<file path="config.mk">
export PLATFORM = sky130hd
export DESIGN_NAME = axi_sram_wr_ctrl
export DESIGN_NICKNAME = d
export VERILOG_FILES = /design/src/logic/axi_sram_pkg.sv /design/src/logic/axi_sram_wr_ctrl.sv
export SDC_FILE = /design/constraint.sdc
export NUM_CORES = 1
export LEC_CHECK = 0
export ABC_AREA = 1
export BUFFER_PORTS_ARGS = -buffer_cell sky130_fd_sc_hd__buf_2
export CAP_MARGIN = 20
export CELL_PAD_IN_SITES_DETAIL_PLACEMENT = 1
export CELL_PAD_IN_SITES_GLOBAL_PLACEMENT = 2
export CORE_ASPECT_RATIO = 0.9
export CORE_MARGIN = 5
export CORE_UTILIZATION = 23
export DETAILED_ROUTE_END_ITERATION = 16
export GPL_ROUTABILITY_DRIVEN = 0
export PLACE_DENSITY = 0.88
export SLEW_MARGIN = 20
export SYNTH_ARGS = -nofsm -noshare
export SYNTH_HDL_FRONTEND = slang
export SYNTH_SLANG_ARGS = --single-unit
</file>
<file path="constraint.sdc">
create_clock -name i_aclk -period 3.3 [get_ports i_aclk]
set_input_delay 0.66 -clock i_aclk [delete_from_list [all_inputs] [get_ports i_aclk]]
set_output_delay 0.66 -clock i_aclk [all_outputs]
set_load 0.01 [all_outputs]
</file>
<file path="src/logic/axi_sram_pkg.sv">
// Shared widths, memory depth, AXI enums and address helpers for the AXI4 SRAM
`default_nettype none

package axi_sram_pkg;

  localparam int DATA_WIDTH = 64;
  localparam int STRB_WIDTH = DATA_WIDTH / 8;
  localparam int ADDR_WIDTH = 32;
  localparam int ID_WIDTH   = 4;
  localparam int MEM_WORDS  = 1024;
  localparam int WORD_AW    = 10;
  localparam int BYTE_OFS   = 3;

  typedef enum logic [1:0] {
    BURST_FIXED = 2'b00,
    BURST_INCR  = 2'b01,
    BURST_WRAP  = 2'b10
  } burst_e;

  typedef enum logic [1:0] {
    RESP_OKAY   = 2'b00,
    RESP_EXOKAY = 2'b01,
    RESP_SLVERR = 2'b10,
    RESP_DECERR = 2'b11
  } resp_e;

  typedef enum logic {
    RD_IDLE,
    RD_BURST
  } rd_state_e;

  typedef enum logic [1:0] {
    WR_IDLE,
    WR_DATA,
    WR_RESP
  } wr_state_e;

  // --------------------
  // Address rule helpers

  function automatic logic addr_in_range(input logic [ADDR_WIDTH-1:0] addr);
    return addr < ADDR_WIDTH'(MEM_WORDS << BYTE_OFS);
  endfunction

  function automatic logic [WORD_AW-1:0] word_index(input logic [ADDR_WIDTH-1:0] addr);
    return WORD_AW'(addr >> BYTE_OFS);
  endfunction

  // WRAP steps like INCR
  function automatic logic [ADDR_WIDTH-1:0] next_addr(input logic [ADDR_WIDTH-1:0] addr,
                                                      input burst_e burst);
    if (burst == BURST_FIXED) begin
      return addr;
    end
    return addr + ADDR_WIDTH'(STRB_WIDTH);
  endfunction

  function automatic resp_e addr_resp(input logic [ADDR_WIDTH-1:0] addr);
    if (addr_in_range(addr)) begin
      return RESP_OKAY;
    end
    return RESP_DECERR;
  endfunction

endpackage

`default_nettype wire

</file>
<file path="src/logic/axi_sram_wr_ctrl.sv">
// AXI4 write controller with AW/W/B handshake, burst stepping, beat count check and array writes
`timescale 1ns/10ps
`default_nettype none

module axi_sram_wr_ctrl (
  input  wire                                   i_aclk,
  input  wire                                   i_rst_n,

  // AW channel
  input  wire [axi_sram_pkg::ID_WIDTH-1:0]      i_awid,
  input  wire [axi_sram_pkg::ADDR_WIDTH-1:0]    i_awaddr,
  input  wire [7:0]                             i_awlen,
  input  axi_sram_pkg::burst_e                  i_awburst,
  input  wire                                   i_awvalid,
  output logic                                  o_awready,

  // W channel
  input  wire [axi_sram_pkg::DATA_WIDTH-1:0]    i_wdata,
  input  wire [axi_sram_pkg::STRB_WIDTH-1:0]    i_wstrb,
  input  wire                                   i_wlast,
  input  wire                                   i_wvalid,
  output logic                                  o_wready,

  // B channel
  output logic [axi_sram_pkg::ID_WIDTH-1:0]     o_bid,
  output axi_sram_pkg::resp_e                   o_bresp,
  output logic                                  o_bvalid,
  input  wire                                   i_bready,

  // Array write port
  output logic                                  o_mem_we,
  output logic [axi_sram_pkg::WORD_AW-1:0]      o_mem_waddr,
  output logic [axi_sram_pkg::DATA_WIDTH-1:0]   o_mem_wdata,
  output logic [axi_sram_pkg::STRB_WIDTH-1:0]   o_mem_wstrb
);

  import axi_sram_pkg::*;

  wr_state_e             state_q;
  logic                  awready_q;
  logic                  wready_q;
  logic                  bvalid_q;
  logic [7:0]            beat_q;
  logic [7:0]            len_q;
  burst_e                burst_q;
  logic [ID_WIDTH-1:0]   bid_q;
  logic [ADDR_WIDTH-1:0] addr_q;
  logic                  oor_q;
  logic                  mis_q;
  logic                  aw_fire;
  logic                  w_fire;
  logic                  b_fire;
  logic                  beat_final;
  logic                  beat_oor;
  logic                  beat_mis;

  assign aw_fire = i_awvalid & awready_q;
  assign w_fire  = i_wvalid & wready_q;
  assign b_fire  = bvalid_q & i_bready;

  // Current beat checks
  assign beat_final = (beat_q == len_q);
  assign beat_oor   = ~addr_in_range(addr_q);
  assign beat_mis   = (i_wlast != beat_final);

  // --------------------
  // Array write request

  assign o_mem_we    = w_fire & ~beat_oor;
  assign o_mem_waddr = word_index(addr_q);
  assign o_mem_wdata = i_wdata;
  assign o_mem_wstrb = i_wstrb;

  // --------------------
  // FSM, beat counter, sticky error flags

  always_ff @(posedge i_aclk or negedge i_rst_n) begin
    if (!i_rst_n) begin
      state_q   <= WR_IDLE;
      awready_q <= 1'b0;
      wready_q  <= 1'b0;
      bvalid_q  <= 1'b0;
      beat_q    <= 8'd0;
      oor_q     <= 1'b0;
      mis_q     <= 1'b0;
    end else begin
      case (state_q)
        WR_IDLE: begin
          awready_q <= ~aw_fire;
          if (aw_fire) begin
            state_q  <= WR_DATA;
            wready_q <= 1'b1;
            beat_q   <= 8'd0;
            oor_q    <= 1'b0;
            mis_q    <= 1'b0;
          end
        end
        WR_DATA: begin
          if (w_fire) begin
            beat_q <= beat_q + 8'd1;
            oor_q  <= oor_q | beat_oor;
            mis_q  <= mis_q | beat_mis;
            // Burst length is set by awlen, not by wlast
            if (beat_final) begin
              state_q  <= WR_RESP;
              wready_q <= 1'b0;
              bvalid_q <= 1'b1;
            end
          end
        end
        WR_RESP: begin
          if (b_fire) begin
            state_q   <= WR_IDLE;
            bvalid_q  <= 1'b0;
            awready_q <= 1'b1;
          end
        end
        default: begin
          state_q <= WR_IDLE;
        end
      endcase
    end
  end

  // Burst attributes and running address
  always_ff @(posedge i_aclk) begin
    if (aw_fire) begin
      bid_q   <= i_awid;
      len_q   <= i_awlen;
      burst_q <= i_awburst;
      addr_q  <= i_awaddr;
    end else if (w_fire) begin
      addr_q <= next_addr(addr_q, burst_q);
    end
  end

  // DECERR beats SLVERR
  always_comb begin
    if (oor_q) begin
      o_bresp = RESP_DECERR;
    end else if (mis_q) begin
      o_bresp = RESP_SLVERR;
    end else begin
      o_bresp = RESP_OKAY;
    end
  end

  assign o_awready = awready_q;
  assign o_wready  = wready_q;
  assign o_bvalid  = bvalid_q;
  assign o_bid     = bid_q;

endmodule

`default_nettype wire

</file>
Word level (Yosys, flattened, before mapping). Index checks and enable logic that the tools add are counted.

Register bits after elaboration: 61. Word-level logic and storage cells: 74. Output and inout bits: 92. Input port bits: 124.

Muxes and demuxes: 31. Equal/unequal tests: 9. Bitwise logic cells: 8. Order comparisons: 1. Reduce and logical (&&, ||, !) cells: 12. $add $sub $neg: 2.

Operator list (number): $mux W32 (3); $add A32 B4 Y32 const B (1); $lt A32 B14 Y1 const B (1); $mux W8 (2); $pmux W8 S2 (1); $mux W1 (13); $mux W2 (6); $reduce_and A4 Y1 (3); $pmux W1 S2 (5); $add A8 B1 Y8 const B (1); $eq A8 B8 Y1 (1); $ne A2 B2 Y1 const B (4); $reduce_bool A2 Y1 (4); $pmux W2 S3 (1); $and A1 B1 Y1 (4); $logic_not A2 Y1 (2); $reduce_and A2 Y1 (2); $ne A3 B3 Y1 const B (1); $reduce_and A3 Y1 (1); $eq A2 B1 Y1 const B (1); $eq A2 B2 Y1 const B (1); $not A1 Y1 (2); $or A1 B1 Y1 (2); $ne A1 B1 Y1 (1).

Depth between registers and ports, before layout. Gate-level depths: netlist of run 1.

Word-level depth: 7. Depth in mapped cells: 11. Gate-level depth less buffers: 11.

Least setup slack after synthesis of run 1. No wires, ideal clock.

Path type: input -> register. Start: in i_wvalid. End: reg addr_q[10], enable pin. Path slack: 12 ps. Stages on the path: 2. Required time: 2845 ps. Setup time: 455 ps. Path buffers: 0. Arrival time: 2833 ps. Cell sequence: nand2_1 > o21ai_0.

Word-level cells in the longest chain between the ends: 3.

RTL lines: start: declaration (line axi_sram_wr_ctrl.sv:21) `input wire i_wvalid,`; $and A1 B1 Y1 (line axi_sram_wr_ctrl.sv:58) `assign w_fire = i_wvalid & wready_q;`; $reduce_bool A2 Y1 (no line); $reduce_and A2 Y1 (no line); end signal: assignment (line axi_sram_wr_ctrl.sv:131) `addr_q <= i_awaddr;`; end signal: assignment (line axi_sram_wr_ctrl.sv:133) `addr_q <= next_addr(addr_q, burst_q);`; end: declaration (line axi_sram_wr_ctrl.sv:47) `logic [ADDR_WIDTH-1:0] addr_q;`.

Every way passes these cells. A chain may end at the register's enable or synchronous reset.

Worst setup path in the final report of run 1.
Start: reg addr_q[24]. End: out o_mem_we.

Word-level cells in the longest chain between the ends: 2.

RTL lines: $lt A32 B14 Y1 (line axi_sram_pkg.sv:42) `return addr < ADDR_WIDTH'(MEM_WORDS << BYTE_OFS);`; $and A1 B1 Y1 (line axi_sram_wr_ctrl.sv:69) `assign o_mem_we = w_fire & ~beat_oor;`; end: declaration (line axi_sram_wr_ctrl.sv:31) `output logic o_mem_we,`.

Every way passes these cells.

==> flow_summary.json, run 1 <==
{
  "outcome": "completed",
  "seq_area_frac_synth_pct": 42.0,
  "grt_pass1_wl_um": 16900,
  "critPathKind": "flip-flop to output pin",
  "power_frac_comb_pct": 8.9,
  "wl_um": 10600,
  "synth_edf_count": 43,
  "required_ps": 2640,
  "final_core_util_pct": 25.1,
  "hold_viol_final": 0,
  "die_w_um": 148,
  "firstDrtPassIters": 4,
  "cts_resized": 0,
  "ant_nets": 0,
  "fin_skew_ps": 6.10,
  "grt_usage_pct": 10.9,
  "switching_share_pct": 24.5,
  "cts_buffer_depth": 2,
  "num_rows": 45,
  "max_freq_ghz": 0.433,
  "finalPower_w": 0.00198,
  "synth_top_area_share_pct": 32.6,
  "grt_max_degree": 29,
  "drive_above_1_share_pct": 19.4,
  "grt_overflow_total": 0,
  "clkPwrFrac_pct": 47.3,
  "drtIter0Drc": 153,
  "ys.warnings.count": 0,
  "max_cap_violations": 0,
  "via_count": 3115,
  "io_buffers": 68,
  "die_h_um": 135,
  "diodes": 0,
  "cts_setup_buffers": 0,
  "synth_cell_type_count": 28,
  "finalNonFillerCells": 722,
  "initial_utilization_pct": 23.5,
  "setup_viol": 0,
  "final_cell_area_sq_um": 4240,
  "fin_crit_sh_pct": 70.0,
  "clock-sinks": 58,
  "yosys.area.top_type": "edfxtp_1",
  "clk-insertion-delay-late_ps": 340,
  "wl_per_cell_um": 14.6,
  "grt_pass1_vias": 3290,
  "synth_area_leaders": "edfxtp_1 33%, buf_4 16%, nand2_1 15%",
  "drcViolationCount": 0,
  "synth_ff_type": "edfxtp_1",
  "postSynthCellCount": 513,
  "fin_tns_setup_ps": 0,
  "vias_per_cell": 4.31,
  "area_delta_synth_final_pct": 6.85,
  "cts_buffers": 9,
  "path_clk_slew_ps": 50,
  "peakVddDrop_v": 0.000224,
  "crit_path_end_kind": "output pin",
  "core_sq_um": 16900,
  "placed_area_sq_um": 3940,
  "htree_levels": 3,
  "path_max_fanout": 4,
  "p_sw_w": 0.000487,
  "dpl.cell_count": 706,
  "syn_area_sq_um": 3970,
  "powerDensity_nw_per_um2": 468,
  "fillers": 2050,
  "min_path_type": "input port to async pin",
  "p_int_w": 0.00150,
  "dp_hpwl_um": 8160,
  "async_flop_share_pct": 25.9,
  "worst_pin_slew_ps": 722,
  "dieArea_sq_um": 20000,
  "maxSlewHeadroom_pct": 51.8,
  "ios": 216,
  "critPathArrivalTime_ps": 1650,
  "synth-seq-cells": 58,
  "grt_antenna_before_repair": 0,
  "synth_nets": 639,
  "nets": 632,
  "cts_tree": "built",
  "cts-root-buf": "clkbuf_16",
  "leakage_nw": 1.89,
  "drv_slew": 0,
  "synth.avg_cell_area_sq_um": 7.73,
  "rsz0062_at_grt": "false",
  "crit_path_start_kind": "flip-flop",
  "fin_crit_ps": 2310,
  "p_seq_share_pct": 43.8,
  "cts_hold_buf": 0
}
## flip-flops by register name, indices dropped and copies added, names as in the netlist
signal	flops
o_wready	1
beat_q	8
state_q	2
len_q	8
burst_q	2
o_bid	4
oor_q	1
o_bvalid	1
addr_q	29
o_awready	1
mis_q	1
## metrics by stage
step,hold slack (ps),worst slack [ps]
2_1_floorplan,364,11.5
3_3_place_gp,501,1030
3_5_place_dp,506,1010
4_1_cts,229,926
5_1_grt,256,795
6_report,235,989
## path summary, 6_finish.rpt
path | slack, ps | start | end | cells past startpoint
max | 990 | addr_q[24] | o_mem_we | 6
min | 240 | i_rst_n | mis_q | 1
max reg2reg | 1280 | addr_q[3] | addr_q[29] | 10
min reg2reg | 510 | beat_q[5] | beat_q[5] | 1
max in group asynchronous | 2790 | i_rst_n | beat_q[5] | 1
min in group i_aclk | 500 | i_awlen[6] | len_q[6] | 1
## placed cells by master (no fill, tap or decap), types with 2 or more instances in the layout
cell type     n
a31oi_1       5
buf_4         3
a21oi_1      11
xnor2_1       5
clkinvlp_4    2
xor2_1        5
o21ai_1       2
buf_2        68
nor2_4        2
inv_1        46
clkbuf_16     9
clkinv_1      3
nor3_4        2
dfrtp_1      15
nand3_2       3
inv_2         2
nor2_1       50
nor3_1        9
ha_1          2
nand4_1       9
o21ai_0      22
nand3_1      23
edfxtp_1     43
nand2_1     159
nand2_2       4
## area by class of cell
type                    count  area [sq um]  share of cell area, %
clock buffers              10           239                   5.64
flip-flops and latches     58          1670                   39.3
well taps                 211           264                   6.23
inverters                  48           180                   4.25
multi-input cells         318          1470                   34.6
repair buffers             71           363                   8.56
clock inverters             6          56.3                   1.33
## cells by family (layout without fill, tap and decap cells)
kind of cell               after synthesis  in the layout  share of synthesized area [%]
DFF                                     58             58                           42.0
buffers and inverters                  137            135                           21.0
and+or+nand+nor                        263            263                           28.4
AOI/OAI and AO/OA                       43             43                           5.71
xor gates and xnor gates                10             10                           2.21
adders and majority gates                2              2                          0.631
## routing by layer
layer  track usage (%)  wire (um)  up-vias
met5                 0          0        -
met4              6.98        405        0
met3              2.72        508       41
met2              16.3       4730       78
met1              14.0       4930     1438
li1                  -          -     1558
## cells in the mapped netlist (2+ instances only)
master	count
nand2_1	159
buf_4	83
nor2_1	50
inv_1	46
edfxtp_1	43
nand3_1	23
o21ai_0	23
dfrtp_1	15
a21oi_1	11
nand4_1	9
nor3_1	9
a31oi_1	5
xnor2_1	5
xor2_1	5
clkbuf_1	4
nand2_2	4
nand3_2	3
ha_1	2
inv_2	2
nor2_4	2
nor3_4	2
o21ai_1	2
## power groups by stage
stage	Clock (W)	Combinational, W	Sequential (W)
after global routing	0.000991	0.000203	0.000874
final	0.000938	0.000176	0.000869
after floorplan	0	0.000204	0.000874
after CTS	0.000974	0.000181	0.000869
after global placement	0	0.000175	0.000882
after detailed placement	0	0.000180	0.000882
## critical path, cell delays in order (launching register included)
cell and delay [ps]:
edfxtp_1 440, inv_1 120, nand2_1 60, nor3_1 170, nand4_1 190, nor2_1 170
buf_2 150
No activity file was read; power rests on OpenSTA's default activity.
==> inputs of run 2 (changes only) <==
==> constraint.sdc (replaced) <==
create_clock -name i_aclk -period 2.4 [get_ports i_aclk]
set_input_delay 0.48 -clock i_aclk [delete_from_list [all_inputs] [get_ports i_aclk]]
set_output_delay 0.48 -clock i_aclk [all_outputs]
set_load 0.01 [all_outputs]
==> flow_summary.json, run 2 (synthesized netlist as in run 1, its figures left out) <==
{
  "crit_buf_inv": 2,
  "clkPwrFrac_pct": 48.9,
  "power_frac_comb_pct": 8.7,
  "grt_pass1_vias": 3383,
  "required_ps": 1920,
  "die_h_um": 135,
  "cts-root-buf": "clkbuf_16",
  "grt_pass1_wl_um": 17400,
  "io_buffers": 68,
  "cts_buffers": 9,
  "rsz0062_at_grt": "false",
  "grt_usage_pct": 11.1,
  "slowest_stage": "edfxtp_1",
  "r2r_end": "addr_q[23]",
  "largest_register_ffs": 29,
  "dieArea_sq_um": 20000,
  "path_max_fanout": 4,
  "dp_hpwl_um": 8260,
  "fin_crit_sh_pct": 91.0,
  "peakVddDrop_v": 0.000231,
  "vias_per_cell": 4.40,
  "timing.final.ws_setup_ps": 217,
  "crit_family": "simple AND/OR/NAND/NOR gates",
  "crit_path_end_kind": "output pin",
  "p_int_w": 0.00215,
  "clk-insertion-delay-late_ps": 330,
  "path_clk_slew_ps": 60,
  "drtIter0Drc": 124,
  "max_freq_ghz": 0.458,
  "clock-sinks": 58,
  "startpoint": "addr_q[24]",
  "cts_tree": "built",
  "min_path_type": "input port to async pin",
  "ios": 216,
  "crit_path_start_kind": "flip-flop",
  "worst_pin_slew_ps": 426,
  "wl_per_cell_um": 14.9,
  "drv_slew": 0,
  "cts_hold_buf": 0,
  "via_count": 3184,
  "leakage_nw": 1.91,
  "final_cell_mix": "159 x nand2_1, 68 x buf_2, 50 x nor2_1, 46 x inv_1, 43 x edfxtp_1",
  "die_w_um": 148,
  "finalPower_w": 0.00281,
  "ant_nets": 0,
  "drcViolationCount": 0,
  "critPathKind": "flip-flop to output pin",
  "drive_above_1_share_pct": 19.7,
  "maxSlewHeadroom_pct": 71.5,
  "num_rows": 45,
  "firstDrtPassIters": 4,
  "place_ws_ps": 454,
  "wl_um": 10800,
  "grt_overflow_total": 0,
  "hold_viol_final": 0,
  "area_delta_synth_final_pct": 7.76,
  "grt_max_degree": 30,
  "reg2regPathDepth": 8,
  "setup_viol": 0,
  "nets": 633,
  "outcome": "completed",
  "p_sw_w": 0.000664,
  "path_depth": 6,
  "p_seq_share_pct": 42.5,
  "switching_share_pct": 23.6,
  "reg2reg_slack_ps": 450,
  "grt_antenna_before_repair": 0,
  "critPathArrivalTime_ps": 1700,
  "dpl.cell_count": 707,
  "cts_buffer_depth": 2,
  "cts_resized": 0,
  "htree_levels": 3,
  "cp_cell_sequence": "inv_1 > nand2_1 > nor3_1 > nand4_1 > nor2_1 > buf_2",
  "fin_crit_ps": 2180,
  "initial_utilization_pct": 23.5,
  "final_common_cell": "nand2_1",
  "max_cap_violations": 0,
  "holdWs_ps": 47.9,
  "cts_setup_buffers": 0,
  "core_sq_um": 16900,
  "reg2reg_from": "addr_q[3]",
  "largestRegisters": "addr_q (29), beat_q (8), len_q (8)",
  "fin_skew_ps": 4.77,
  "fin_tns_setup_ps": 0,
  "cpPeakStageDelay_ps": 450,
  "powerDensity_nw_per_um2": 658,
  "diodes": 0,
  "finalNonFillerCells": 723,
  "top_register": "addr_q"
}
[run 2: power by group through the flow]
stage | Clock (W) | Sequential [W] | Combinational (W)
floorplan | 0 | 0.00120 | 0.000281
global placement | 0 | 0.00121 | 0.000244
detailed placement | 0 | 0.00121 | 0.000249
CTS | 0.00140 | 0.00120 | 0.000251
global route | 0.00144 | 0.00120 | 0.000283
finish | 0.00138 | 0.00119 | 0.000244
[run 2: worst max path at each step]
stage | to | slack, ps
4_1_cts | o_mem_we | 210
2_1_floorplan | addr_q[10] | 80
6_report | o_mem_we | 220
3_3_place_gp | addr_q[29] | 470
5_1_grt | o_mem_we | 120
3_5_place_dp | addr_q[29] | 450
[run 2: area by class of cell]
type	instances	area (sq um)
fillers	2072	12600
clock buffers	16	324
well taps	211	264
multi-input cells	318	1470
repair buffers	72	370
inverters	48	180
flip-flops and latches	58	1670
[run 2: stage by stage]
step                      utilization (%)  instance area (sq um)
after detailed placement             23.4                   3950
after CTS                            25.3                   4270
after global routing                 25.3                   4270
final                                25.3                   4270
after floorplan                         -                   3970
after global placement               23.4                   3950
[run 2: layer usage]
metal | GRT usage (%) | share of wire, % | vias up
met5 | 0 | 0 | -
met4 | 6.36 | 3.9 | 0
met3 | 2.25 | 4.6 | 43
met2 | 17.8 | 45 | 76
met1 | 13.9 | 46 | 1506
li1 | - | - | 1559
[run 2: worst register-to-register path: cells and delay by family, from the launching register on]
kind | cells | cell delay (ps)
fa+ha+maj | 1 | 230
flops | 1 | 390
simple gates | 7 | 1100
==> inputs of run 3 (changes only) <==
--- a/config.mk
+++ b/config.mk
@@ -12,10 +12,10 @@
 export CELL_PAD_IN_SITES_GLOBAL_PLACEMENT = 2
 export CORE_ASPECT_RATIO = 0.9
 export CORE_MARGIN = 5
-export CORE_UTILIZATION = 23
+export CORE_UTILIZATION = 21
 export DETAILED_ROUTE_END_ITERATION = 16
 export GPL_ROUTABILITY_DRIVEN = 0
-export PLACE_DENSITY = 0.88
+export PLACE_DENSITY = 0.85
 export SLEW_MARGIN = 20
 export SYNTH_ARGS = -nofsm -noshare
 export SYNTH_HDL_FRONTEND = slang
==> constraint.sdc (replaced) <==
create_clock -name i_aclk -period 1.8 [get_ports i_aclk]
set_input_delay 0.36 -clock i_aclk [delete_from_list [all_inputs] [get_ports i_aclk]]
set_output_delay 0.36 -clock i_aclk [all_outputs]
set_load 0.01 [all_outputs]
==> flow_summary.json, run 3 (synthesized netlist as in run 1, its figures left out) <==
{
  "outcome": "finished with violations",
  "failed_checks": "negative setup slack",
  "grt_overflow_total": 0,
  "dieArea_sq_um": 21700,
  "finalPower_w": 0.00364,
  "peakVddDrop_v": 0.000479,
  "grt_pass1_wl_um": 17900,
  "drcViolationCount": 0,
  "drtIter0Drc": 140,
  "grt_usage_pct": 10.5,
  "diodes": 0,
  "initial_utilization_pct": 21.5,
  "crit_path_start_kind": "flip-flop",
  "slowest_stage": "edfxtp_1",
  "final_cell_mix": "156 x nand2_1, 68 x buf_2, 46 x nor2_1, 43 x edfxtp_1, 43 x buf_4",
  "drv_slew": 0,
  "io_buffers": 68,
  "via_count": 3312,
  "top_register": "addr_q",
  "cp_cell_sequence": "nor3_2 > nand4_1 > nor2_2 > buf_2",
  "fin_crit_sh_pct": 109,
  "dp_hpwl_um": 8340,
  "fin_crit_ps": 1960,
  "ant_nets": 0,
  "nets": 677,
  "htree_levels": 3,
  "clk-insertion-delay-late_ps": 340,
  "max_cap_violations": 0,
  "wl_per_cell_um": 14.0,
  "place_ws_ps": 29.5,
  "required_ps": 1440,
  "path_max_fanout": 5,
  "timing.final.ws_setup_ps": -164,
  "setup_viol": 1,
  "grt_max_degree": 30,
  "busiest_layer": "met2",
  "firstDrtPassIters": 4,
  "fin_tns_setup_ps": -164,
  "critPathKind": "flip-flop to output pin",
  "drive_above_1_share_pct": 29.7,
  "ios": 216,
  "cts_buffers": 9,
  "cts_tree": "built",
  "cts-root-buf": "clkbuf_16",
  "path_clk_slew_ps": 60,
  "grt_antenna_before_repair": 0,
  "largest_register_ffs": 29,
  "wl_um": 11200,
  "num_rows": 47,
  "largestRegisters": "addr_q (29), beat_q (8), len_q (8)",
  "clock-sinks": 58,
  "worst_pin_slew_ps": 354,
  "powerDensity_nw_per_um2": 773,
  "die_h_um": 140,
  "cts_buffer_depth": 2,
  "max_freq_ghz": 0.509,
  "finalNonFillerCells": 801,
  "rsz0062_at_grt": "true",
  "vias_per_cell": 4.13,
  "final_common_cell": "nand2_1",
  "leakage_nw": 2.12,
  "grt_util_met2_pct": 16.4,
  "holdWs_ps": 195,
  "die_w_um": 155,
  "core_sq_um": 18500,
  "hold_viol_final": 0,
  "critPathArrivalTime_ps": 1600,
  "crit_path_end_kind": "output pin",
  "maxSlewHeadroom_pct": 76.4,
  "met3_usage_pct": 2.87,
  "cpPeakStageDelay_ps": 490,
  "grt_pass1_vias": 3499,
  "dpl.cell_count": 753,
  "min_path_type": "input port to flip-flop",
  "grt_use_met1_pct": 13.6,
  "fin_skew_ps": 9.84,
  "area_delta_synth_final_pct": 18.6
}
run 3: cell count changes in the layout (fill, tap and decap cells not counted), sizes merged:
cell / previous run / this run
buf: 72 / 115
clkbuf: 16 / 13
dlygate4sd3: 0 / 1
clkinv: 0 / 3
run 3: power by group:
group | leakage [nW] | total [W] | internal (W) | switching (W)
Sequential | 0.586 | 0.00158 | 0.00153 | 0.0000550
Clock | 0.139 | 0.00162 | 0.000999 | 0.000624
Combinational | 1.39 | 0.000430 | 0.000189 | 0.000241
Total | 2.12 | 0.00364 | 0.00272 | 0.000920
run 3: critical path: cells and delay by family (launching register included):
family | cells | cell delay (ps)
buffers and inverters | 1 | 160
DFF | 1 | 490
and+or+nand+nor | 3 | 620
run 3: final timing paths:
kind                                    from    endpoint  slack [ps]  cells past startpoint
worst min-delay path            i_awburst[0]  burst_q[0]         190                      1
worst max-delay path              addr_q[15]    o_mem_we        -160                      4
max in group asynchronous            i_rst_n   beat_q[2]        1070                      2
worst max register to register    addr_q[17]  addr_q[22]          20                      7
worst min register to register     beat_q[5]   beat_q[5]         510                      1
min in group asynchronous            i_rst_n    o_wready         470                      2
run 3: timing repair:
item / CTS / global route
gates cloned: 0 / 0
endpoints found under the setup margin: 1 / 15
hold buffers: 1 / 0
hold endpoints to repair: 15 / 0
buffers inserted: 17 / 16
pin swaps: 2 / 8
resized for setup: 8 / 17
run 3: stage by stage:
stage	utilization [%]	area (sq um)
floorplan	-	3970
global placement	22.2	4110
detailed placement	22.2	4110
CTS	24.6	4540
global route	25.5	4700
finish	25.5	4700
run 3: per-layer routing:
layer	vias to the layer above	wire, um
met5	-	0
met4	0	225
met3	16	480
met2	59	5010
met1	1583	5460
li1	1654	-
run 3: area by class of cell:
class | count | area, sq um
well taps | 245 | 307
repair buffers | 116 | 736
flip-flops and latches | 58 | 1670
clock inverters | 3 | 15.0
inverters | 48 | 180
fillers | 2268 | 13800
multi-input cells | 318 | 1540
clock buffers | 13 | 260
