`src/logic/axi_sram_pkg.sv`:
```
// Shared widths, memory depth, AXI enums and address helpers for the AXI4 SRAM
`default_nettype none

package axi_sram_pkg;

  localparam int DATA_WIDTH = 64;
  localparam int STRB_WIDTH = DATA_WIDTH / 8;
  localparam int ADDR_WIDTH = 32;
  localparam int ID_WIDTH   = 4;
  localparam int MEM_WORDS  = 1024;
  localparam int WORD_AW    = 10;
  localparam int BYTE_OFS   = 3;

  typedef enum logic [1:0] {
    BURST_FIXED = 2'b00,
    BURST_INCR  = 2'b01,
    BURST_WRAP  = 2'b10
  } burst_e;

  typedef enum logic [1:0] {
    RESP_OKAY   = 2'b00,
    RESP_EXOKAY = 2'b01,
    RESP_SLVERR = 2'b10,
    RESP_DECERR = 2'b11
  } resp_e;

  typedef enum logic {
    RD_IDLE,
    RD_BURST
  } rd_state_e;

  typedef enum logic [1:0] {
    WR_IDLE,
    WR_DATA,
    WR_RESP
  } wr_state_e;

  // --------------------
  // Address rule helpers

  function automatic logic addr_in_range(input logic [ADDR_WIDTH-1:0] addr);
    return addr < ADDR_WIDTH'(MEM_WORDS << BYTE_OFS);
  endfunction

  function automatic logic [WORD_AW-1:0] word_index(input logic [ADDR_WIDTH-1:0] addr);
    return WORD_AW'(addr >> BYTE_OFS);
  endfunction

  // WRAP steps like INCR
  function automatic logic [ADDR_WIDTH-1:0] next_addr(input logic [ADDR_WIDTH-1:0] addr,
                                                      input burst_e burst);
    if (burst == BURST_FIXED) begin
      return addr;
    end
    return addr + ADDR_WIDTH'(STRB_WIDTH);
  endfunction

  function automatic resp_e addr_resp(input logic [ADDR_WIDTH-1:0] addr);
    if (addr_in_range(addr)) begin
      return RESP_OKAY;
    end
    return RESP_DECERR;
  endfunction

endpackage

`default_nettype wire

```
`src/logic/axi_sram_rd_ctrl.sv`:
```
// AXI4 read controller with AR/R handshake, burst address and beat counting and array read request
`timescale 1ns/10ps
`default_nettype none

module axi_sram_rd_ctrl (
  input  wire                                   i_aclk,
  input  wire                                   i_rst_n,

  // AR channel
  input  wire [axi_sram_pkg::ID_WIDTH-1:0]      i_arid,
  input  wire [axi_sram_pkg::ADDR_WIDTH-1:0]    i_araddr,
  input  wire [7:0]                             i_arlen,
  input  axi_sram_pkg::burst_e                  i_arburst,
  input  wire                                   i_arvalid,
  output logic                                  o_arready,

  // R channel control only
  input  wire                                   i_rready,
  output logic [axi_sram_pkg::ID_WIDTH-1:0]     o_rid,
  output axi_sram_pkg::resp_e                   o_rresp,
  output logic                                  o_rlast,
  output logic                                  o_rvalid,

  // Array read port
  output logic                                  o_mem_re,
  output logic [axi_sram_pkg::WORD_AW-1:0]      o_mem_raddr
);

  import axi_sram_pkg::*;

  rd_state_e             state_q;
  logic                  arready_q;
  logic                  rvalid_q;
  logic                  rlast_q;
  logic [7:0]            beat_q;
  logic [7:0]            len_q;
  burst_e                burst_q;
  logic [ID_WIDTH-1:0]   rid_q;
  resp_e                 rresp_q;
  logic [ADDR_WIDTH-1:0] addr_q;
  logic [ADDR_WIDTH-1:0] addr_nxt;
  logic                  ar_fire;
  logic                  r_fire;

  assign ar_fire  = i_arvalid & arready_q;
  assign r_fire   = rvalid_q & i_rready;
  assign addr_nxt = next_addr(addr_q, burst_q);

  // --------------------
  // Array read request

  // Fetch first word on AR, next word on every non-final R beat
  assign o_mem_re    = ar_fire | (r_fire & ~rlast_q);
  assign o_mem_raddr = (state_q == RD_IDLE) ? word_index(i_araddr) : word_index(addr_nxt);

  // --------------------
  // FSM and beat counter

  always_ff @(posedge i_aclk or negedge i_rst_n) begin
    if (!i_rst_n) begin
      state_q   <= RD_IDLE;
      arready_q <= 1'b0;
      rvalid_q  <= 1'b0;
      rlast_q   <= 1'b0;
      beat_q    <= 8'd0;
    end else begin
      case (state_q)
        RD_IDLE: begin
          arready_q <= ~ar_fire;
          if (ar_fire) begin
            state_q  <= RD_BURST;
            rvalid_q <= 1'b1;
            rlast_q  <= (i_arlen == 8'd0);
            beat_q   <= 8'd0;
          end
        end
        RD_BURST: begin
          if (r_fire) begin
            if (rlast_q) begin
              state_q   <= RD_IDLE;
              rvalid_q  <= 1'b0;
              rlast_q   <= 1'b0;
              arready_q <= 1'b1;
            end else begin
              beat_q  <= beat_q + 8'd1;
              rlast_q <= (beat_q + 8'd1 == len_q);
            end
          end
        end
        default: begin
          state_q <= RD_IDLE;
        end
      endcase
    end
  end

  // Burst attributes and running address
  always_ff @(posedge i_aclk) begin
    if (ar_fire) begin
      rid_q   <= i_arid;
      len_q   <= i_arlen;
      burst_q <= i_arburst;
      addr_q  <= i_araddr;
      rresp_q <= addr_resp(i_araddr);
    end else if (r_fire && !rlast_q) begin
      addr_q  <= addr_nxt;
      rresp_q <= addr_resp(addr_nxt);
    end
  end

  assign o_arready = arready_q;
  assign o_rvalid  = rvalid_q;
  assign o_rlast   = rlast_q;
  assign o_rid     = rid_q;
  assign o_rresp   = rresp_q;

endmodule

`default_nettype wire

```
`config.mk`:
```
export PLATFORM = sky130hd
export DESIGN_NAME = axi_sram_rd_ctrl
export DESIGN_NICKNAME = d
export VERILOG_FILES = /design/src/logic/axi_sram_pkg.sv /design/src/logic/axi_sram_rd_ctrl.sv
export SDC_FILE = /design/constraint.sdc
export NUM_CORES = 1
export LEC_CHECK = 0
export BUFFER_PORTS_ARGS = -buffer_cell sky130_fd_sc_hd__buf_2
export CAP_MARGIN = 20
export CORE_MARGIN = 2
export CORE_UTILIZATION = 23
export DETAILED_ROUTE_END_ITERATION = 12
export SLEW_MARGIN = 20
export SYNTH_ARGS = -nofsm -noshare
export SYNTH_HDL_FRONTEND = slang
export SYNTH_SLANG_ARGS = --single-unit
```
`constraint.sdc`:
```
create_clock -name i_aclk -period 4.13 [get_ports i_aclk]
set_clock_uncertainty 0.05 [all_clocks]
set_input_delay 0.826 -clock i_aclk [delete_from_list [all_inputs] [get_ports i_aclk]]
set_output_delay 0.826 -clock i_aclk [all_outputs]
set_load 0.1 [all_outputs]
```
# Word-level counts from Yosys, hierarchy flattened
# Cells that the tools add are included.
# op_classes
n_addsub,2
multipliers,0
div,0
n_lt_le_gt_ge,2
eq_ne,5
shifts,0
mux,36
bitwise_logic,7
reduce_logical,9
# ops
op,count
two-way mux 32 bit,4
less-than comparator 32 x 14 -> 1 bit (second input constant),2
adder 32 x 4 -> 32 bit (second input constant),1
two-way mux 8 bit,3
two-way mux 1 bit,17
case mux 8 bit (2 select lines),1
two-way mux 2 bit,6
two-way mux 10 bit,1
adder 8 x 1 -> 8 bit (second input constant),1
equality test 8 bit,1
logical NOT 8 bit,1
case mux 1 bit (2 select lines),4
AND reduction 3 bit,2
!= test 2 x 1 -> 1 bit (second input constant),2
!= test 2 bit (second input constant),2
AND reduction 2 bit,2
bitwise AND 1 bit,3
inverter 1 bit,3
logical NOT 2 bit,1
nonzero test 2 bit,1
logical AND 1 bit,1
logical NOT 1 bit,1
bitwise OR 1 bit,1
# word_totals
regBits,60
latchBits,0
ramBits,0
mem_bits_ro,0
inputBits,50
out_inout_bits,20
word_cells,71
memories,0

# Logic depth before layout (Yosys ltp)
# Gate-level depths: netlist of the first run.
# depth
word_depth,10
ltp_mapped,8

# Worst setup path after synthesis of the first run
# OpenSTA, ideal clock, no wires.
# synth_path
path_kind,register to output
from,"register rvalid_q, in the netlist o_rvalid"
to,output port o_mem_re
arrival_time_ns,5.377
t_required_ns,3.254
path_slack_ns,-2.123
path_stages_with_launch,3
path_buffers,0
path_cell_list,dfrtp_1 nand2_1 o21ai_0
# synth_between
elab_chain_cells,3
# synth_rtl
item,line_no,rtl
from (decl),axi_sram_rd_ctrl.sv:33,logic rvalid_q;
from (signal assigned),axi_sram_rd_ctrl.sv:63,rvalid_q <= 1'b0;
from (signal assigned),axi_sram_rd_ctrl.sv:72,rvalid_q <= 1'b1;
from (signal assigned),axi_sram_rd_ctrl.sv:81,rvalid_q <= 1'b0;
bitwise AND 1 bit,axi_sram_rd_ctrl.sv:46,assign r_fire = rvalid_q & i_rready;
bitwise AND 1 bit,axi_sram_rd_ctrl.sv:53,assign o_mem_re = ar_fire | (r_fire & ~rlast_q);
bitwise OR 1 bit,axi_sram_rd_ctrl.sv:53,
to (decl),axi_sram_rd_ctrl.sv:25,"output logic o_mem_re,"
# No other way between the ends.

# Worst setup path in the final report of the first run
# layout_path
from,register burst_q[1]
to,output port o_mem_raddr[4] (netlist name)
# layout_between
elab_chain_cells,4
# layout_rtl
item,line_no,rtl
from (decl),axi_sram_rd_ctrl.sv:37,burst_e burst_q;
from (signal assigned),axi_sram_rd_ctrl.sv:102,burst_q <= i_arburst;
logical NOT 2 bit,axi_sram_pkg.sv:52,if (burst == BURST_FIXED) begin
two-way mux 1 bit,axi_sram_pkg.sv:52,
two-way mux 32 bit,axi_sram_pkg.sv:55,return addr + ADDR_WIDTH'(STRB_WIDTH);
two-way mux 10 bit,axi_sram_rd_ctrl.sv:54,assign o_mem_raddr = (state_q == RD_IDLE) ? word_index(i_araddr) : word_index(addr_nxt);
to (decl),axi_sram_rd_ctrl.sv:26,output logic [axi_sram_pkg::WORD_AW-1:0] o_mem_raddr
# No other way between the ends.

==> impl_metrics.tcl, run 1 <==
set metrics [dict create \
    status "completed" \
    wl_per_cell_um 13.8 \
    setup_viol 0 \
    layout-drive-gt1-share_pct 20.5 \
    grtUsageTotal_pct 10.9 \
    cts_tree "yes" \
    pre_cts_slack_ps 1300 \
    finalSetupTns_ps 0 \
    finalHoldViolations 0 \
    grt_setup_unrepaired "no" \
    syn_area_per_cell_um2 9.30 \
    worst-r2r-setup-slack_ps 1380 \
    ys_ff_latch 56 \
    row_count 44 \
    drc 0 \
    diodes 0 \
    fin_crit_ps 3150 \
    clock_latency_ps 310 \
    crit_path_cell_trace "o211ai_1, nor2_1, xnor2_1, a21oi_1, buf_2" \
    wl_met1_um 3890 \
    wl_met3_um 255 \
    routed_wl_um 8390 \
    grt_pass1_wl_um 13700 \
    powerDensity_nw_per_um2 697 \
    post-place-cells 601 \
    grt_pass1_vias 2770 \
    cts_hold_buf 0 \
    ios 70 \
    worst-r2r-cell-count 6 \
    cp-start-kind "flip-flop" \
    cts_resized 0 \
    synth-edff-count 44 \
    yosys_most_used_dff "edfxtp_1" \
    synthAdderAreaFrac_pct 0.739 \
    portBuffers 66 \
    synthCells 364 \
    antenna_found_initial 0 \
    synth_fp_nets 416 \
    seq_area_frac_synth_pct 47.9 \
    drtAntennaViolNets 0 \
    slew_headroom_pct 43.2 \
    synth_area_um2 3380 \
    synth.distinct_cells 50 \
    max_stage_delay_ps 640 \
    cts-root-buf "clkbuf_16" \
    p_leak_nw 1.44 \
    grt-ovfl-total 0 \
    core_area_um2 14500 \
    final_cells 609 \
    synth_compound_area_share_pct 13.0 \
    holdCritPathClass "in2async" \
    crit_arrival_ps 2280 \
    top_layer "met4" \
    postCtsSetupRepairBufs 0 \
    placed_area_um2 3900 \
    holdWs_ps 343 \
    async_flop_share_pct 21.4 \
    max-vdd-ir-drop_v 0.000429 \
    crit_required_ps 3250 \
    fin_ws_ps 975 \
    max_freq_mhz 317 \
    grt_max_degree 33 \
    final_common_cell "buf_2" \
    clk_pin_slew_ps 80 \
    crit_type "reg2out" \
    vias_per_cell 4.68 \
    dr.first_iter.drc_count 202 \
    synth_simple_gate_area_share_pct 22.8 \
    dieArea_um2 15700 \
    synth_top_family_by_area "simple AND/OR/NAND/NOR gates" \
    max-cap-violations 0 \
    htree_levels 2 \
    areaGrowthSynthToFinish_pct 20.1 \
    vias 2850 \
    cpMaxStageDelayCell "o211ai_1" \
    routabilityCongestion 0.815 \
    dr_wl_met2_um 4080 \
    synthMuxAreaShare_pct 1.81 \
    maxSlewViolCount 0 \
    synthXorXnorAreaFrac_pct 10.4 \
    start_util_pct 23.4 \
    num-nets-final 476 \
    reg2reg_from "addr_q[10]" \
    firstDrtPassIters 4 \
    yosys_warnings 0 \
    final_cell_mix "66 x buf_2, 46 x nor2_1, 44 x edfxtp_1" \
    dp_hpwl_um 6270 \
    clock_sinks 56 \
    path_max_fanout 8 \
    critPathCaptureType "output port" \
    period_share_pct 76.4 \
    dieHeight_um 125 \
    stdcell_area_um2 4070 \
    die_x_um 125 \
    reg2reg_to "o_rresp[0]" \
    cts_made_buffers 5 \
    clockBufferDepth 2 \
    worstMarginPinSlew_ps 844 \
]
-- final cells by class --
| class | instances | area (um2) |
|---|---|---|
| multi-input combinational | 283 | 1650 |
| clock inverter | 2 | 16.3 |
| timing repair buffer | 71 | 368 |
| tap | 184 | 230 |
| fill | 1544 | 10400 |
| inverter | 7 | 26.3 |
| sequential | 56 | 1620 |
| clock buffer | 6 | 150 |
-- through the flow --
step                total power, mW  util, %
finish                         2.84     28.1
global route                   3.01     28.1
CTS                            2.86     28.1
detailed placement             2.38     26.9
global placement               2.35     26.9
floorplan                      2.11        -
-- how the worst max path moves through the flow --
stage	to	startpoint
finish	o_mem_raddr[4]	burst_q[1]
global route	o_mem_raddr[4]	burst_q[1]
CTS	o_mem_raddr[4]	burst_q[1]
detailed placement	o_mem_raddr[6]	burst_q[1]
global placement	o_mem_raddr[4]	burst_q[1]
floorplan	o_mem_raddr[9]	burst_q[1]
-- flip-flops by register name, summed over array words and instances (netlist names), 2 cells and up --
name,flops
o_rid,4
beat_q,8
burst_q,2
len_q,8
addr_q,29
-- critical path: cells and delay by family (launching register included) --
kind	cells	cell delay, ps
AO/OA/AOI/OAI	2	800
XOR/XNOR	1	180
buffers and inverters	1	450
AND/OR/NAND/NOR	1	110
flip-flops	1	430
-- cell usage after synthesis (3+ instances only) --
| cell | n | area [um2] |
|---|---|---|
| nand2_1 | 37 | 139 |
| o21ai_0 | 31 | 155 |
| and3_1 | 4 | 25.0 |
| xnor2_1 | 24 | 210 |
| mux2i_1 | 5 | 50.1 |
| a21oi_1 | 22 | 110 |
| or4_1 | 3 | 22.5 |
| nand4_1 | 5 | 31.3 |
| nor2_1 | 46 | 173 |
| o31ai_1 | 3 | 22.5 |
| nand3_1 | 20 | 100 |
| o211ai_1 | 3 | 22.5 |
| dfrtp_1 | 12 | 300 |
| edfxtp_1 | 44 | 1320 |
| or3_1 | 6 | 37.5 |
| inv_1 | 6 | 22.5 |
| xor2_1 | 16 | 140 |
| nor3_1 | 15 | 75.1 |
| nor4_1 | 10 | 62.6 |
| a31oi_1 | 3 | 18.8 |
| clkbuf_1 | 12 | 45.0 |
-- metal layers --
metal | track usage [%] | vias up
met1 | 13.7 | 1325
met3 | 2.35 | 10
li1 | - | 1446
met2 | 18.1 | 69
met5 | 0 | -
met4 | 4.51 | 0
-- where the power goes --
group	leakage, nW	switching [mW]	total, mW	internal (mW)
Sequential	0.577	0.207	1.03	0.826
Clock	0.0839	0.215	0.480	0.266
Combinational	0.782	1.01	1.32	0.317
-- kinds of logic (layout without fill, tap and decap cells) --
kind of cell / count (synthesis) / in the layout
simple gates: 159 / 159
compound gates: 76 / 76
flops: 56 / 56
xor+xnor: 40 / 40
buf+inv: 25 / 86
mux: 6 / 6
fa+ha+maj: 2 / 2
(Power assumes the default switching activity.)
==> inputs of run 2 (changes only) <==
--- a/config.mk
+++ b/config.mk
@@ -5,6 +5,7 @@
 export SDC_FILE = /design/constraint.sdc
 export NUM_CORES = 1
 export LEC_CHECK = 0
+export ABC_AREA = 1
 export BUFFER_PORTS_ARGS = -buffer_cell sky130_fd_sc_hd__buf_2
 export CAP_MARGIN = 20
 export CORE_MARGIN = 2
==> constraint.sdc (replaced) <==
create_clock -name i_aclk -period 2.58 [get_ports i_aclk]
set_clock_uncertainty 0.05 [all_clocks]
set_input_delay 0.516 -clock i_aclk [delete_from_list [all_inputs] [get_ports i_aclk]]
set_output_delay 0.516 -clock i_aclk [all_outputs]
set_load 0.1 [all_outputs]
==> impl_metrics.tcl, run 2 <==
set metrics [dict create \
    status "completed" \
    final_cells 718 \
    yosys_most_used_dff "edfxtp_1" \
    cts_hold_buf 0 \
    p_leak_nw 1.94 \
    grtUsageTotal_pct 11.4 \
    synth-edff-count 44 \
    reg.largest.list "addr_q (29), beat_q (8), len_q (8)" \
    post-place-cells 706 \
    htree_levels 2 \
    fin_crit_ps 2450 \
    dr.first_iter.drc_count 107 \
    cp-start-kind "flip-flop" \
    grt_setup_unrepaired "yes" \
    antenna_found_initial 0 \
    cts-root-buf "clkbuf_16" \
    cpMostUsedCell "nand2_2" \
    finalHoldViolations 0 \
    slew_headroom_pct 66.9 \
    grt_pass1_vias 2967 \
    synth.most_common_cell "nand2_1" \
    clock_sinks 56 \
    worst-r2r-setup-slack_ps 470 \
    fillers 1642 \
    max_freq_mhz 408 \
    ios 70 \
    die_x_um 128 \
    max-cap-violations 0 \
    crit_buf_inv 1 \
    drtAntennaViolNets 0 \
    max-vdd-ir-drop_v 0.000235 \
    grt-ovfl-total 0 \
    crit_arrival_ps 1890 \
    vias_per_cell 4.36 \
    critPathCaptureType "output port" \
    portBuffers 66 \
    max_stage_delay_ps 420 \
    async_flop_share_pct 21.4 \
    firstDrtPassIters 4 \
    ys_ff_latch 56 \
    final_cell_mix "132 x nand2_1, 55 x buf_2, 52 x nor2_1" \
    row_count 45 \
    critPathTopFamily "simple AND/OR/NAND/NOR gates" \
    diodes 0 \
    clock_latency_ps 300 \
    yosys.area.top_type "edfxtp_1" \
    powerDensity_nw_per_um2 386 \
    dieArea_um2 16400 \
    routed_wl_um 9070 \
    crit_type "reg2out" \
    areaGrowthSynthToFinish_pct 28.3 \
    seq_area_frac_synth_pct 45.8 \
    wl_per_cell_um 12.6 \
    dp_hpwl_um 7280 \
    worstMarginPinSlew_ps 500 \
    reg2reg_to "o_rresp[0]" \
    synth_top_area_share_pct 37.3 \
    reg2reg_from "addr_q[3]" \
    core_area_um2 15100 \
    synth_area_um2 3540 \
    drc 0 \
    pre_cts_slack_ps 327 \
    start_util_pct 23.4 \
    vias 3127 \
    dieHeight_um 128 \
    period_share_pct 95.0 \
    worst-r2r-cell-count 13 \
    synth_fp_nets 505 \
    layout-drive-gt1-share_pct 24.0 \
    num-nets-final 581 \
    fin_ws_ps 129 \
    syn_area_per_cell_um2 7.81 \
    path_max_fanout 4 \
    grt_max_degree 31 \
    crit_required_ps 2010 \
    maxSlewViolCount 0 \
    cts_made_buffers 5 \
    final_common_cell "nand2_1" \
    yosys_warnings 0 \
    seq_area_um2 1620 \
    synth.area.top_cells "edfxtp_1 37%, nand2_1 14%, dfrtp_1 8.5%" \
    clk_pin_slew_ps 80 \
    grt_pass1_wl_um 14700 \
    synthCells 453 \
    multi_input_area_um2 1750 \
    cpMaxStageDelayCell "edfxtp_1" \
    setup_viol 0 \
    synthTopCellsByCount "134 x nand2_1, 53 x nor2_1, 44 x edfxtp_1, 43 x inv_1, 38 x o21ai_0" \
    top_register "addr_q" \
    holdCritPathClass "in2async" \
    cts_tree "yes" \
    largest_register_ffs 29 \
    crit_path_cell_trace "ha_2, nand2_2, nor2_4, nand2_2, nor2_2, xor2_1, nand2_1, o21ai_2, buf_12" \
    clockBufferDepth 2 \
    routabilityCongestion 0.864 \
    synth.distinct_cells 35 \
]
==> run 2: cell types whose count changed after synthesis, sizes merged, moves of 8 or more <==
| cell | previous run | this run |
|---|---|---|
| a21oi | 22 | 2 |
| clkbuf | 13 | 5 |
| inv | 6 | 45 |
| nand2 | 38 | 140 |
| nand3 | 21 | 30 |
| nor2 | 46 | 66 |
| nor3 | 16 | 7 |
| xnor2 | 24 | 6 |
==> run 2: worst max-delay path by stage <==
stage,startpoint,to,slack (ps),cells past startpoint
final,addr_q[3],o_mem_raddr[6],130,9
after global routing,addr_q[3],o_mem_raddr[9],-20,8
after CTS,burst_q[1],o_mem_raddr[2],4,8
after detailed placement,addr_q[3],o_mem_raddr[8],330,8
after global placement,burst_q[1],o_mem_raddr[2],350,8
after floorplan,addr_q[3],o_mem_raddr[8],-80,7
==> run 2: final cells by class <==
cell class	count	share of cell area (%)
clock inverters	3	0.634
inverters	47	3.89
flip-flops and latches	56	35.8
well taps	188	5.18
multi-input cells	340	38.6
clock buffers	5	2.76
repair buffers	79	13.2
==> run 2: stage by stage <==
stage	instance area, um2	hold WS, ps	power [mW]	utilization (%)	setup TNS (ps)
after detailed placement	4320	367	1.04	28.6	0
after global placement	4320	365	1.04	28.6	0
after floorplan	3580	170	0.991	-	-214
final	4540	29.3	1.75	30.1	0
after global routing	4540	40.8	1.82	30.1	-48.2
after CTS	4480	36.8	1.77	29.7	0
==> run 2: logic make-up after synthesis <==
| logic type | share of synthesized area, % |
|---|---|
| adders and majority gates | 0.707 |
| buffers and inverters | 6.51 |
| muxes | 0.283 |
| DFF | 45.8 |
| xor gates and xnor gates | 4.70 |
| AOI/OAI and AO/OA | 8.73 |
| and+or+nand+nor | 33.2 |
==> run 2: power by group <==
| part | leakage, nW | internal [mW] | switching [mW] |
|---|---|---|---|
| combinational | 1.36 | 0.0267 | 0.0265 |
| sequential | 0.503 | 0.965 | 0 |
| clock | 0.0767 | 0.375 | 0.357 |
| total | 1.94 | 1.37 | 0.383 |
==> run 2: layer usage <==
metal	up-vias	wire, um	GRT usage (%)
li1	1651	-	-
met4	0	156	3.75
met1	1409	4050	14.2
met2	56	4410	19.6
met5	-	0	0
met3	11	458	2.67
==> run 2: what timing repair did <==
| action | 4_1_cts | 5_1_grt |
|---|---|---|
| endpoints found under the hold margin | 0 | 0 |
| pin swaps | 1 | 3 |
| endpoints found under the setup margin | 1 | 5 |
| buffers inserted | 1 | 3 |
| resized for setup | 0 | 8 |
==> inputs of run 3 (changes only) <==
--- a/config.mk
+++ b/config.mk
@@ -9,8 +9,11 @@
 export BUFFER_PORTS_ARGS = -buffer_cell sky130_fd_sc_hd__buf_2
 export CAP_MARGIN = 20
 export CORE_MARGIN = 2
-export CORE_UTILIZATION = 23
+export CORE_UTILIZATION = 45
+export CTS_CLUSTER_SIZE = 28
 export DETAILED_ROUTE_END_ITERATION = 12
+export HOLD_SLACK_MARGIN = 0.03
+export PLACE_DENSITY = 0.7
 export SLEW_MARGIN = 20
 export SYNTH_ARGS = -nofsm -noshare
 export SYNTH_HDL_FRONTEND = slang
==> impl_metrics.tcl, run 3 (same netlist as run 2, synthesis figures left out) <==
set metrics [dict create \
    critPathCaptureType "output port" \
    ios 70 \
    die_x_um 92.7 \
    utilization_pct 56.7 \
    start_util_pct 46.0 \
    htree_levels 2 \
    diodes 0 \
    final_common_cell "nand2_1" \
    clock_sinks 56 \
    fin_crit_ps 2510 \
    period_share_pct 97.2 \
    antenna_found_initial 0 \
    max_stage_delay_ps 410 \
    num-nets-final 581 \
    crit_type "reg2out" \
    max-cap-violations 0 \
    p_seq_share_pct 63.8 \
    crit_arrival_ps 1940 \
    path_max_fanout 3 \
    powerDensity_nw_per_um2 347 \
    max_freq_mhz 399 \
    vias 3258 \
    dieArea_um2 8590 \
    largest_register_ffs 29 \
    core_area_um2 7690 \
    final_cells 632 \
    holdPathStages 1 \
    grtUsageTotal_pct 20.6 \
    grt_max_degree 36 \
    dieHeight_um 92.7 \
    routabilityCongestion 0.879 \
    crit_buf_inv 1 \
    grt_setup_unrepaired "yes" \
    portBuffers 66 \
    dr.first_iter.drc_count 193 \
    crit_path_cell_trace "ha_2, nand3_1, nor2_4, nand2_2, xnor2_1, nand2_1, o21ai_1, clkbuf_16" \
    setup_viol 0 \
    cpMaxStageDelayCell "edfxtp_1" \
    clock_power_share_pct 32.8 \
    dp_hpwl_um 6640 \
    cts-root-buf "clkbuf_8" \
    grt-ovfl-total 0 \
    top_usage_layer "met2" \
    p_leak_nw 1.90 \
    routed_wl_um 8470 \
    swShare_pct 21.3 \
    maxSlewViolCount 0 \
    p_sw_mw 0.322 \
    areaGrowthSynthToFinish_pct 23.2 \
    wl_per_cell_um 13.4 \
    reg.largest.list "addr_q (29), beat_q (8), len_q (8)" \
    worstMarginPinSlew_ps 513 \
    fillers 742 \
    seq_area_um2 1620 \
    cp.depth 8 \
    multi_input_area_um2 1740 \
    final_cell_mix "134 x nand2_1, 55 x buf_2, 52 x nor2_1" \
    total_power_mw 1.51 \
    grtUsageMet2_pct 35.1 \
    drc 0 \
    status "completed" \
    cp-start-kind "flip-flop" \
    top_register "addr_q" \
    vias_per_cell 5.16 \
    worst-r2r-cell-count 13 \
    intPower_mw 1.19 \
    holdCritPathClass "in2reg" \
    cts_made_buffers 5 \
    layout-drive-gt1-share_pct 23.0 \
    clk_pin_slew_ps 100 \
    drtAntennaViolNets 0 \
    finalHoldViolations 0 \
    clock_latency_ps 310 \
    met1_usage_pct 26.5 \
    row_count 32 \
    cts_tree "yes" \
    max-vdd-ir-drop_v 0.000371 \
    slew_headroom_pct 65.6 \
    clockBufferDepth 2 \
    combinationalPowerShare_pct 3.4 \
    grt_pass1_wl_um 14100 \
    met3_usage_pct 3.09 \
    firstDrtPassIters 5 \
    critPathTopFamily "simple AND/OR/NAND/NOR gates" \
    crit_required_ps 2010 \
    grt_pass1_vias 3093 \
    post-place-cells 618 \
]
run 3: cell types whose count changed in the layout (fill, tap and decap cells not counted), moves of 2 or more:
| cell | delta |
|---|---|
| nand2_1 | +2 |
| nand2_2 | -2 |
| clkbuf_16 | -5 |
| clkbuf_8 | +5 |
run 3: layer usage:
metal | up-vias | part of all wire (%)
li1 | 1650 | -
met1 | 1491 | 43
met2 | 102 | 49
met3 | 15 | 5.5
met4 | 0 | 2.0
met5 | - | 0
run 3: stage by stage:
stage	TNS [ps]	instance area (um2)	setup WS, ps	hold slack [ps]
final	0	4360	72.8	322
after floorplan	-214	3580	-78.2	170
after detailed placement	0	4200	351	365
after global placement	0	4200	396	353
after CTS	0	4310	4.49	308
after global routing	-98.5	4360	-45.5	301
run 3: worst paths after layout:
kind | slack [ps] | endpoint | start
setup reg to reg | 500 | o_rresp[0] | addr_q[4]
min in group asynchronous | 550 | beat_q[4] | i_rst_n
max in group asynchronous | 1690 | o_rvalid | i_rst_n
hold reg to reg | 480 | o_arready | o_arready
setup / recovery | 70 | o_mem_raddr[8] | addr_q[4]
hold / removal | 320 | o_rid[0] | i_arid[0]
run 3: timing repair:
item,CTS,global route
cloned,0,0
hold buffers,1,0
setup buffers,1,4
pin swaps,1,2
endpoints found under the setup margin,2,2
endpoints found under the hold margin,12,0
gates resized for setup,1,4
run 3: final cells by class:
cell class / instances / share of cell area (%)
clock inverter: 2 / 0.345
tap: 102 / 2.93
timing repair buffer: 79 / 13.8
clock buffer: 6 / 1.67
sequential: 56 / 37.3
multi-input combinational: 340 / 40.0
inverter: 47 / 4.05
run 3: power groups by stage:
stage                     Combinational (mW)  Clock (mW)  Sequential, mW
after detailed placement              0.0507           0           0.985
after CTS                             0.0520       0.513           0.965
after global placement                0.0492           0           0.985
final                                 0.0512       0.495           0.965
after global routing                  0.0587       0.537           0.965
after floorplan                      0.00594           0           0.985
